<file path="config.mk">
export PLATFORM = sky130hd
export DESIGN_NAME = decoder_host_top
export DESIGN_NICKNAME = d
export VERILOG_FILES = /design/src/hw/trojan_host_pkg.sv /design/src/hw/program_address_counter.sv /design/src/hw/trigger_seq_detector.sv /design/src/hw/xor_word_decoder.sv /design/src/hw/decode_signature_stage.sv /design/src/hw/decoder_host_top.sv
export SDC_FILE = /design/constraint.sdc
export NUM_CORES = 1
export LEC_CHECK = 0
export BUFFER_PORTS_ARGS = -buffer_cell sky130_fd_sc_hd__buf_4
export CAP_MARGIN = 0
export CORE_MARGIN = 1
export CORE_UTILIZATION = 40
export CTS_CLUSTER_DIAMETER = 150
export CTS_CLUSTER_SIZE = 14
export DETAILED_ROUTE_END_ITERATION = 8
export GPL_TIMING_DRIVEN = 0
export HOLD_SLACK_MARGIN = 0.02
export PLACE_DENSITY = 0.72
export SLEW_MARGIN = 20
export SYNTH_ARGS = -nofsm -noshare
export SYNTH_HDL_FRONTEND = slang
export SYNTH_HIERARCHICAL = 1
export SYNTH_SLANG_ARGS = --single-unit
export TNS_END_PERCENT = 5
</file>
<file path="constraint.sdc">
create_clock -name clk -period 1.7 [get_ports clk]
set_input_delay 0.255 -clock clk [delete_from_list [all_inputs] [get_ports clk]]
set_output_delay 0.255 -clock clk [all_outputs]
set_load 0.01 [all_outputs]
</file>
<file path="src/hw/trojan_host_pkg.sv">
// ************************************************************
// Trojan host shared types
// Data word, program address and decoded word definitions
// for the XOR decoder benchmark host
// ************************************************************

package trojan_host_pkg;

    // Encoded and decoded data words share one width
    typedef logic [15:0] word_t;

    // Program address space is 8K words
    typedef logic [12:0] prog_adr_t;

    // Decoder result as seen by the signature stage and the top level
    typedef struct packed {
        word_t data;
        logic  valid;
    } decoded_word_t;

    // Three-step decode sequence
    typedef enum logic [1:0] {
        ds_start  = 2'd0,
        ds_decode = 2'd1,
        ds_finish = 2'd2
    } decode_state_e;

    // Fixed descrambling mask
    parameter word_t XOR_MASK_DEFAULT = 16'h3AB9;

    // Probe pulses needed before the forced decode
    parameter int TRIGGER_COUNT_DEFAULT = 4;

endpackage

</file>
<file path="src/hw/program_address_counter.sv">
// ************************************************************
// Program address counter
// Free-running address while decoding is enabled, plus the
// rare probe condition and a registered address output
// ************************************************************
`timescale 1ns/1ps

module program_address_counter
    import trojan_host_pkg::*;
(
    input  logic      clk,
    input  logic      pon_rst_i,
    input  logic      decode_enable,
    output logic      probe,
    output prog_adr_t prog_adr_out
);

    prog_adr_t address_counter;

    // Advances only on enabled cycles, wraps at 8191
    always_ff @(posedge clk or posedge pon_rst_i) begin
        if (pon_rst_i) begin
            address_counter <= '0;
        end else if (decode_enable) begin
            address_counter <= address_counter + 1'b1;
        end
    end

    // Rare condition: odd address in the upper half
    assign probe = address_counter[12] & address_counter[0];

    // Address seen outside, one cycle behind the counter
    always_ff @(posedge clk or posedge pon_rst_i) begin
        if (pon_rst_i) begin
            prog_adr_out <= '0;
        end else begin
            prog_adr_out <= address_counter;
        end
    end

endmodule

</file>
<file path="src/hw/trigger_seq_detector.sv">
// ************************************************************
// Trigger sequence detector
// Counts probe pulses and fires a single-cycle trigger once
// the threshold is reached, then rearms
// ************************************************************
`timescale 1ns/1ps

module trigger_seq_detector
    import trojan_host_pkg::*;
#(
    parameter int TRIGGER_COUNT = TRIGGER_COUNT_DEFAULT
)(
    input  logic clk,
    input  logic pon_rst_i,
    input  logic probe,
    output logic trigger
);

    // Wide enough to hold the threshold itself
    localparam int CNT_W = $clog2(TRIGGER_COUNT + 1);

    logic [CNT_W-1:0] probe_count;
    logic             count_done;

    // Current sample completes the sequence
    assign count_done = probe && (probe_count == CNT_W'(TRIGGER_COUNT - 1));

    always_ff @(posedge clk or posedge pon_rst_i) begin
        if (pon_rst_i) begin
            probe_count <= '0;
            trigger     <= 1'b0;
        end else begin
            trigger <= count_done;          // One cycle after the last sample
            if (count_done) begin
                probe_count <= '0;          // Rearm
            end else if (probe) begin
                probe_count <= probe_count + 1'b1;
            end
        end
    end

endmodule

</file>
<file path="src/hw/xor_word_decoder.sv">
// ************************************************************
// XOR word decoder
// Three-state decode sequence stepped by decode_enable, with
// a trigger override that forces an early masked decode
// ************************************************************
`timescale 1ns/1ps

module xor_word_decoder
    import trojan_host_pkg::*;
#(
    parameter word_t XOR_MASK = XOR_MASK_DEFAULT
)(
    input  logic          clk,
    input  logic          pon_rst_i,
    input  word_t         encoded_input,
    input  logic          decode_enable,
    input  logic          trigger,
    output decoded_word_t decoded
);

    decode_state_e decode_state;
    word_t         masked_word;

    assign masked_word = encoded_input ^ XOR_MASK;

    always_ff @(posedge clk or posedge pon_rst_i) begin
        if (pon_rst_i) begin
            decoded.data  <= '0;
            decoded.valid <= 1'b0;
            decode_state  <= ds_start;
        end else if (trigger) begin
            // Forced decode, regardless of enable
            decoded.data  <= masked_word;
            decoded.valid <= 1'b1;
            decode_state  <= ds_finish;
        end else if (decode_enable) begin
            case (decode_state)
                ds_start: begin
                    decoded.data  <= '0;
                    decoded.valid <= 1'b0;
                    decode_state  <= ds_decode;
                end
                ds_decode: begin
                    decoded.data  <= masked_word;   // Word for this slot
                    decoded.valid <= 1'b1;
                    decode_state  <= ds_finish;
                end
                ds_finish: begin
                    decoded.valid <= 1'b0;
                    decode_state  <= ds_start;
                end
                default: begin
                    // Unused encoding falls back to start
                    decoded.valid <= 1'b0;
                    decode_state  <= ds_start;
                end
            endcase
        end else begin
            // Stalled, state and data hold
            decoded.valid <= 1'b0;
        end
    end

endmodule

</file>
<file path="src/hw/decode_signature_stage.sv">
// ************************************************************
// Decode signature stage
// Rotate-XOR signature and word count over the valid words
// ************************************************************
`timescale 1ns/1ps

module decode_signature_stage
    import trojan_host_pkg::*;
(
    input  logic          clk,
    input  logic          pon_rst_i,
    input  decoded_word_t decoded,
    output word_t         signature,
    output word_t         word_count
);

    word_t sig_rotated;

    // Rotate left by one bit
    assign sig_rotated = {signature[14:0], signature[15]};

    always_ff @(posedge clk or posedge pon_rst_i) begin
        if (pon_rst_i) begin
            signature <= '0;
        end else if (decoded.valid) begin
            signature <= sig_rotated ^ decoded.data;
        end
    end

    // Count of valid words, forced ones included
    always_ff @(posedge clk or posedge pon_rst_i) begin
        if (pon_rst_i) begin
            word_count <= '0;
        end else if (decoded.valid) begin
            word_count <= word_count + 1'b1;
        end
    end

endmodule

</file>
<file path="src/hw/decoder_host_top.sv">
// ************************************************************
// Decoder host top level
// Chains address counter, trigger detector, XOR decoder and
// signature stage of the trojan benchmark host
// ************************************************************
`timescale 1ns/1ps

module decoder_host_top
    import trojan_host_pkg::*;
#(
    parameter word_t XOR_MASK      = XOR_MASK_DEFAULT,
    parameter int    TRIGGER_COUNT = TRIGGER_COUNT_DEFAULT
)(
    input  logic      clk,
    input  logic      pon_rst_i,
    input  word_t     encoded_input,
    input  logic      decode_enable,
    output word_t     decoded_output,
    output logic      decode_valid,
    output prog_adr_t prog_adr_out,
    output word_t     signature,
    output word_t     word_count
);

    logic          probe;
    logic          trigger;
    decoded_word_t decoded;

    program_address_counter adr_cnt_inst (
        .clk           (clk),
        .pon_rst_i     (pon_rst_i),
        .decode_enable (decode_enable),
        .probe         (probe),
        .prog_adr_out  (prog_adr_out)
    );

    trigger_seq_detector #(
        .TRIGGER_COUNT (TRIGGER_COUNT)
    ) trig_det_inst (
        .clk       (clk),
        .pon_rst_i (pon_rst_i),
        .probe     (probe),
        .trigger   (trigger)
    );

    xor_word_decoder #(
        .XOR_MASK (XOR_MASK)
    ) decoder_inst (
        .clk           (clk),
        .pon_rst_i     (pon_rst_i),
        .encoded_input (encoded_input),
        .decode_enable (decode_enable),
        .trigger       (trigger),
        .decoded       (decoded)
    );

    decode_signature_stage sig_inst (
        .clk        (clk),
        .pon_rst_i  (pon_rst_i),
        .decoded    (decoded),
        .signature  (signature),
        .word_count (word_count)
    );

    // Straight from the decoder register
    assign decoded_output = decoded.data;
    assign decode_valid   = decoded.valid;

endmodule

</file>
== Yosys cells after proc, flatten, opt, wreduce, memory -nomap -nowiden ==
Cells that the tools add are included.

* Flip-flop bits (word level): 81
* Bits of input ports: 19
* Output and inout port bits: 62
* Logic and storage cells: 33

* Add/subtract/negate cells: 3
* Eq/ne operators: 2
* Muxes and demuxes: 10
* Bitwise logic cells: 3
* Reduce and logical (&&, ||, !) cells: 6

{| class="wikitable"
|+ Operators with widths
! cell !! number
|-
| 16-bit case mux with 2 select lines || 1
|-
| 17-bit two-way mux || 1
|-
| 16-bit by 1-bit adder with 16-bit output, second input constant || 1
|-
| 16-bit two-way mux || 1
|-
| 16-bit XOR || 1
|-
| 13-bit by 1-bit adder with 13-bit output, second input constant || 1
|-
| 9-bit inverter || 1
|-
| 3-bit two-way mux || 2
|-
| 2-bit two-way mux || 2
|-
| 2-bit case mux with 2 select lines || 1
|-
| 2-bit nonzero test || 2
|-
| 3-bit by 1-bit adder with 3-bit output, second input constant || 1
|-
| 3-bit by 2-bit equality test with 1-bit output, second input constant || 1
|-
| 3-bit nonzero test || 1
|-
| 2-bit by 1-bit equality test with 1-bit output, second input constant || 1
|-
| 2-bit zero test || 1
|-
| 1-bit two-way mux || 2
|-
| 2-bit AND reduction || 1
|-
| 1-bit bitwise AND || 1
|-
| 1-bit logical AND || 1
|}

== Depth between registers and ports, before layout ==
Gate-level depths: netlist of the first run.

* Word-level depth: 4
* Depth in mapped cells: 4
* Mapped depth without buffers: 4

== Modules after synthesis ==
The synthesis of the first run kept the hierarchy.

{| class="wikitable"
|+ By module, submodules not included
! module !! times used !! cells each !! area each (sq um) !! seq. area each (sq um)
|-
| decode_signature_stage || 1 || 127 || 1415.1 || 800.8
|-
| program_address_counter || 1 || 61 || 887.1 || 650.6
|-
| xor_word_decoder || 1 || 45 || 699.4 || 475.5
|-
| trigger_seq_detector || 1 || 14 || 168.9 || 100.1
|}

== Least setup slack after synthesis of the first run ==
Ideal clock, no wire load.

* Path type: register to register
* Start: register sig_inst.word_count[2]
* End: register sig_inst.word_count[15]
* Arrival time: 1.254 ns
* Required time: 1.621 ns
* Setup slack: 0.367 ns
* Stages on the path, launching flop included: 5
* Clock period less this slack: 1.333 ns
* Cells stage by stage: dfrtp_1 > and4_4 > nand3_4 > nor4_4 > xor2_1

* Cells in the longest elaborated chain, start to end: 1

{| class="wikitable"
|+ RTL lines
! element !! RTL line !! text
|-
| start, declared || decode_signature_stage.sv:14 || <nowiki>output word_t word_count</nowiki>
|-
| start signal, assigned || decode_signature_stage.sv:35 || <nowiki>word_count <= word_count + 1'b1;</nowiki>
|-
| 16-bit by 1-bit adder with 16-bit output || decode_signature_stage.sv:35 ||
|}

No other way between the ends.
A chain may end at the register's enable or synchronous reset.

== Worst setup path in the final report of the first run ==
* Start: register adr_cnt_inst.address_counter[0]
* End: register adr_cnt_inst.address_counter[12]

* Cells in the longest elaborated chain, start to end: 1

{| class="wikitable"
|+ RTL lines
! element !! RTL line !! text
|-
| start, declared || program_address_counter.sv:18 || <nowiki>prog_adr_t address_counter;</nowiki>
|-
| start signal, assigned || program_address_counter.sv:25 || <nowiki>address_counter <= address_counter + 1'b1;</nowiki>
|-
| 13-bit by 1-bit adder with 13-bit output || program_address_counter.sv:25 ||
|}

No other way between the ends.

==> flow_summary.yaml, run 1 <==
layout:
  num-nets-final: 361
  multi_input_area_sq_um: 1089
  synthToLayoutAreaGrowth_pct: 29.87
  design_area_sq_um: 4118
  stdcell_count: 445
  nFillCells: 669
  seq_area_sq_um: 2027
  drive_above_1_share_pct: 31.20
  num_antenna_cells: 0
logic_synthesis:
  yosysSeqAreaShare_pct: 63.93
  yosys.cell_types.count: 34
  syn_nets: 269
  yosysWarnings: 6
  synth_area_per_cell_sq_um: 12.84
  syn_area_sq_um: 3171
  yosysMostFrequentCell: "dfrtp_1"
  yosys.area.top_type_share_pct: 63.93
  synth_edf_count: 0
  ys_ff_latch: 81
  synthCells: 247
  ys_async_sr_fraction_pct: 100.0
  yosys-top-cells-count: "dfrtp_1, xnor2_1, nor2_1"
  yosys.area.top_type: "dfrtp_1"
  ys.flop_type: "dfrtp_1"
  yosys-top-cells-area: "dfrtp_1, xnor2_1, xor2_1"
routing:
  detail-route-antenna-nets: 0
  via_per_inst: 4.811
  dr_total_vias: 2141
  firstDrtPassIters: 4
  drc_errors: 0
  first_iter_violations: 102
  wire_per_inst_um: 14.44
  wirelength_um: 6426
sta:
  drv_slew: 0
  tns_ns: 0
  setup_viol: 0
  fmax_mhz: 652.2
  fin_crit_sh_pct: 90.19
  fin_skew_ns: 0.01146
  worst_slack_ns: 0.1667
  finalHoldViolCount: 0
  worst_pin_slew_ns: 0.8667
  min_period_ns: 1.533
  relSlewSlack_pct: 41.86
  rsz0062_at_grt: "no"
cts:
  clkTransAtPathRegs_ns: 0.08
  cts-root-buf: "clkbuf_8"
  cts_sinks: 81
  clk_latency_ns: 0.34
  cts_buffers: 9
  cts_tree: "yes"
  cts.path.max_buffers: 2
  cts_resized: 0
  post_cts.repair.setup_buffers: 0
  htreeDepth: 3
grt:
  grt_use_total_pct: 16.58
  antenna_found_initial: 0
  grt_pass1_vias: 2106
  grt_start_max_net_pins: 33
  gr-total-overflow: 0
  grt_pass1_wl_um: 10630
worst_setup_path:
  r2r_start: "adr_cnt_inst/address_counter[0]"
  r2r_end: "adr_cnt_inst/address_counter[12]"
  reg2reg_depth: 4
  crit_required_ns: 1.96
  crit_path_max_fanout: 6
  critPathKind: "reg -> reg"
  startpoint_type: "flop"
  worst_setup_path_end_kind: "flop"
  r2r_slack_ns: 0.17
  cp.arrival_ns: 1.79
pwr:
  internal_power_uw: 4159
  total_leakage_power_uw: 0.002023
  comb_power_share_pct: 27.6
  peakVddDrop_mv: 0.7560
  power_density_nw_per_um2: 1476
  p_seq_share_pct: 48.1
  switching_share_pct: 31.58
  p_clk_share_pct: 24.3
  p_total_uw: 6079
  power_switching_uw: 1920
placement:
  pre_cts_slack_ns: 0.2049
  placed_cell_area_sq_um: 3899
  numPortBuffers: 80
  gp_congestion: 0.7656
  dp_hpwl_um: 4474
  dp.cells: 429
floorplan:
  core_area_sq_um: 7687
  rows: 32
  fp.dieW_um: 91.03
  initial_utilization_pct: 41.24
  io_pins: 81
  die_area_sq_um: 8286
  die_height_um: 91.03
min_path:
  hp-class: "in -> reg"
  hold_end: "decoder_inst/decoded[12]"
  hold_path_depth: 2
  hp-start: "encoded_input[11]"
flow_run:
  drv_cap: 0
outcome:
  status: "finished, final reports clean"
[placed cells by master, fill, tap and decap left out, drive strengths merged, types with 2 or more instances in the layout]
cell / count
a22o: 7
clkinv: 3
mux2: 3
xor2: 16
o2bb2ai: 9
ha: 3
inv: 7
nand2: 9
and3: 2
nor2b: 2
dfrtp: 81
xnor2: 27
nand2b: 2
nor3: 7
nand3: 5
and2: 2
a21oi: 17
clkbuf: 14
buf: 81
nor2: 26
bufinv: 2
nand4: 11
[cells by family (layout without fill, tap and decap cells)]
family	count (synthesis)	in the layout	share of synthesized area (%)
flops	81	81	63.93
compound gates	35	35	7.854
buf+inv	13	109	1.737
mux	4	4	1.499
fa+ha+maj	3	3	1.184
simple gates	68	68	11.92
xor+xnor	43	43	11.88
[registers in the layout, indices dropped and copies added (netlist names)]
| name | flops |
|---|---|
| decoder_inst/decoded | 17 |
| sig_inst/signature | 16 |
| sig_inst/word_count | 16 |
| adr_cnt_inst/address_counter | 13 |
| adr_cnt_inst/prog_adr_out | 13 |
| trig_det_inst/probe_count | 3 |
| decoder_inst/decode_state | 2 |
| trig_det_inst/trigger | 1 |
[worst max-delay path by stage]
| stage | from | to | slack (ns) | cells after the start |
|---|---|---|---|---|
| after floorplan | sig_inst/word_count[2] | sig_inst/word_count[15] | 0.37 | 4 |
| after global placement | adr_cnt_inst/address_counter[0] | adr_cnt_inst/address_counter[12] | 0.23 | 4 |
| after detailed placement | adr_cnt_inst/address_counter[0] | adr_cnt_inst/address_counter[12] | 0.20 | 4 |
| after CTS | adr_cnt_inst/address_counter[0] | adr_cnt_inst/address_counter[12] | 0.13 | 4 |
| after global routing | adr_cnt_inst/address_counter[0] | adr_cnt_inst/address_counter[12] | 0.03 | 4 |
| final | adr_cnt_inst/address_counter[0] | adr_cnt_inst/address_counter[12] | 0.17 | 4 |
[per-layer routing]
metal  vias to the layer above  global-route usage [%]  part of all wire [%]
li1                       1025                       -                     -
met1                      1055                   21.19                    44
met2                        52                   27.15                    50
met3                         9                   5.025                   4.4
met4                         0                   5.026                   1.7
met5                         -                       0                     0
[power by group through the flow]
stage | Clock (uW) | Combinational (uW) | Sequential, uW
after global placement | 0 | 1650 | 2950
after floorplan | 0 | 721 | 3040
after detailed placement | 0 | 1690 | 2960
after CTS | 1520 | 1700 | 2930
final | 1480 | 1680 | 2930
after global routing | 1600 | 1830 | 3010
[critical path, cell delays in order, from the launching register on]
cell and delay (ns):
dfrtp_1 0.46, ha_1 0.20, nand4_1 0.23, nor3_1 0.39
xor2_1 0.18
[metrics by stage]
stage	util, %	hold WS, ns
final	53.56	0.06102
after CTS	53.56	0.04342
after detailed placement	50.72	0.1833
after global placement	50.72	0.1698
after floorplan	-	0.02108
after global routing	53.56	0.04879
[area by class of cell]
cell class / instances / area share [%]
sequential: 81 / 49.23
tap: 102 / 3.099
clock inverter: 5 / 1.975
multi-input combinational: 153 / 26.44
inverter: 8 / 0.7900
buffer: 5 / 0.5469
timing repair buffer: 81 / 14.83
clock buffer: 10 / 3.099
[timing repair]
item                                    4_1_cts  5_1_grt
hold endpoints to repair                      4        0
endpoints found under the setup margin        0        0
hold buffers                                  1        0
No activity file was read; power rests on OpenSTA's default activity.
==> inputs of run 2 (changes only) <==
--- a/config.mk
+++ b/config.mk
@@ -14,7 +14,7 @@
 export DETAILED_ROUTE_END_ITERATION = 8
 export GPL_TIMING_DRIVEN = 0
 export HOLD_SLACK_MARGIN = 0.02
-export PLACE_DENSITY = 0.72
+export PLACE_DENSITY_LB_ADDON = 0.25
 export SLEW_MARGIN = 20
 export SYNTH_ARGS = -nofsm -noshare
 export SYNTH_HDL_FRONTEND = slang
==> run 2 against run 1 <==
Clock-buffer cell count unchanged. Critical path depth unchanged. Highest routed layer unchanged. Hold slack better by 0.013 ns. Power down 1.8%. Critical path type unchanged. Setup slack better by 0.040 ns. Combinational power about the same. Non-clock buffer count unchanged. Clock skew down 0.0022 ns. Largest power group unchanged.
==> flow_summary.yaml, run 2 (synthesized netlist as in run 1, its figures left out) <==
worst_setup_path:
  max_stage_delay_ns: 0.47
  worst_setup_path_end_kind: "flop"
  critPathKind: "reg -> reg"
  startpoint_type: "flop"
  crit_slowest_cell: "dfrtp_1"
  crit_required_ns: 1.95
  crit_chain: "ha_1, nand4_1, nor3_1, xor2_1"
  cp.arrival_ns: 1.75
  crit_path_max_fanout: 6
layout:
  seq_area_sq_um: 2027
  largest_reg_flops: 17
  top_register: "decoder_inst/decoded"
  drive_above_1_share_pct: 31.40
  final_cell_mix: "dfrtp_1, buf_4, xnor2_1"
  num-nets-final: 361
  reg_top3: "decoder_inst/decoded: 17 flops, sig_inst/signature: 16 flops, sig_inst/word_count: 16 flops"
  nFillCells: 711
  multi_input_area_sq_um: 1089
  synthToLayoutAreaGrowth_pct: 29.44
  num_antenna_cells: 0
floorplan:
  core_area_sq_um: 7687
  io_pins: 81
  initial_utilization_pct: 41.24
  die_area_sq_um: 8286
  fp.dieW_um: 91.03
  rows: 32
  die_height_um: 91.03
cts:
  cts_sinks: 81
  cts_buffers: 9
  clkTransAtPathRegs_ns: 0.09
  htreeDepth: 3
  cts-root-buf: "clkbuf_8"
  cts.path.max_buffers: 2
  cts_tree: "yes"
  clk_latency_ns: 0.33
sta:
  drv_slew: 0
  tns_ns: 0
  fin_crit_sh_pct: 87.83
  finalHoldViolCount: 0
  relSlewSlack_pct: 37.81
  worst_pin_slew_ns: 0.9318
  rsz0062_at_grt: "no"
  min_period_ns: 1.493
  setup_viol: 0
  fmax_mhz: 669.7
  fin_skew_ns: 0.009284
routing:
  wire_per_inst_um: 14.03
  firstDrtPassIters: 4
  detail-route-antenna-nets: 0
  first_iter_violations: 46
  drc_errors: 0
  dr_total_vias: 2144
  wirelength_um: 6258
  via_per_inst: 4.807
pwr:
  power_density_nw_per_um2: 1455
  total_leakage_power_uw: 0.002018
  peakVddDrop_mv: 0.7749
  p_total_uw: 5970
placement:
  numPortBuffers: 80
  gp_congestion: 0.7846
  dp_hpwl_um: 4409
grt:
  grt_pass1_vias: 2137
  grt_start_max_net_pins: 33
  gr-max-usage-layer: "met2"
  gr-total-overflow: 0
  grt_pass1_wl_um: 10530
  met3_usage_pct: 3.601
  met2_usage_pct: 26.26
  use_met1_pct: 21.61
  antenna_found_initial: 0
  grt_use_total_pct: 16.39
outcome:
  status: "finished, final reports clean"
min_path:
  hp-class: "in -> reg"
flow_run:
  drv_cap: 0
-- run 2: cell count changes in the layout (fill, tap and decap cells not counted) --
cell,change
bufinv_16,-1
clkinv_1,-1
inv_1,+1
clkinvlp_4,+1
inv_6,+1
-- run 2: layer usage --
| metal | share of wire [%] | wire length [um] |
|---|---|---|
| met5 | 0 | 0 |
| met4 | 0.59 | 37 |
| met3 | 4.2 | 265 |
| met2 | 49 | 3048 |
| met1 | 46 | 2906 |
-- run 2: per-stage QoR --
step	std cells	hold slack [ns]	cell area [sq um]	util [%]	setup WS, ns
floorplan	247	0.02108	3171	-	0.3669
global placement	429	0.1744	3899	50.72	0.1946
detailed placement	429	0.1820	3899	50.72	0.1937
CTS	446	0.05421	4104	53.39	0.1703
global route	446	0.04945	4104	53.39	0.05371
finish	446	0.07424	4104	53.39	0.2068
-- run 2: worst paths after layout --
| path | from | end | slack (ns) | depth (start not counted) |
|---|---|---|---|---|
| setup / recovery | adr_cnt_inst/address_counter[0] | adr_cnt_inst/address_counter[12] | 0.21 | 4 |
| hold / removal | encoded_input[7] | decoder_inst/decoded[8] | 0.07 | 2 |
| setup reg to reg | adr_cnt_inst/address_counter[0] | adr_cnt_inst/address_counter[12] | 0.21 | 4 |
| hold reg to reg | adr_cnt_inst/address_counter[12] | adr_cnt_inst/prog_adr_out[12] | 0.43 | 0 |
| max in group asynchronous | pon_rst_i | adr_cnt_inst/address_counter[0] | 0.42 | 3 |
| min in group asynchronous | pon_rst_i | trig_det_inst/probe_count[2] | 0.39 | 3 |
-- run 2: layout make-up --
type / instances / area share [%]
inverter: 8 / 0.7927
sequential: 81 / 49.39
clock inverter: 6 / 1.646
clock buffer: 10 / 3.110
tap: 102 / 3.110
timing repair buffer: 81 / 14.88
buffer: 5 / 0.5488
multi-input combinational: 153 / 26.52
-- run 2: where the power goes --
group | switching (uW) | internal, uW | total, uW | leakage, uW
clock network | 684 | 685 | 1370 | 0.0000929
registers | 505 | 2410 | 2910 | 0.00103
logic | 757 | 934 | 1690 | 0.000893
total | 1950 | 4020 | 5970 | 0.00202
-- run 2: worst max-delay path, delay by kind of cell (launching register included) --
family,cells,cell delay [ns]
fa+ha+maj,1,0.21
simple gates,2,0.57
flops,1,0.47
xor+xnor,1,0.17
-- run 2: what timing repair did --
action,in CTS,in global routing
hold buffers,1,0
gates resized for setup,0,0
hold endpoints to repair,4,0
setup buffers,0,0
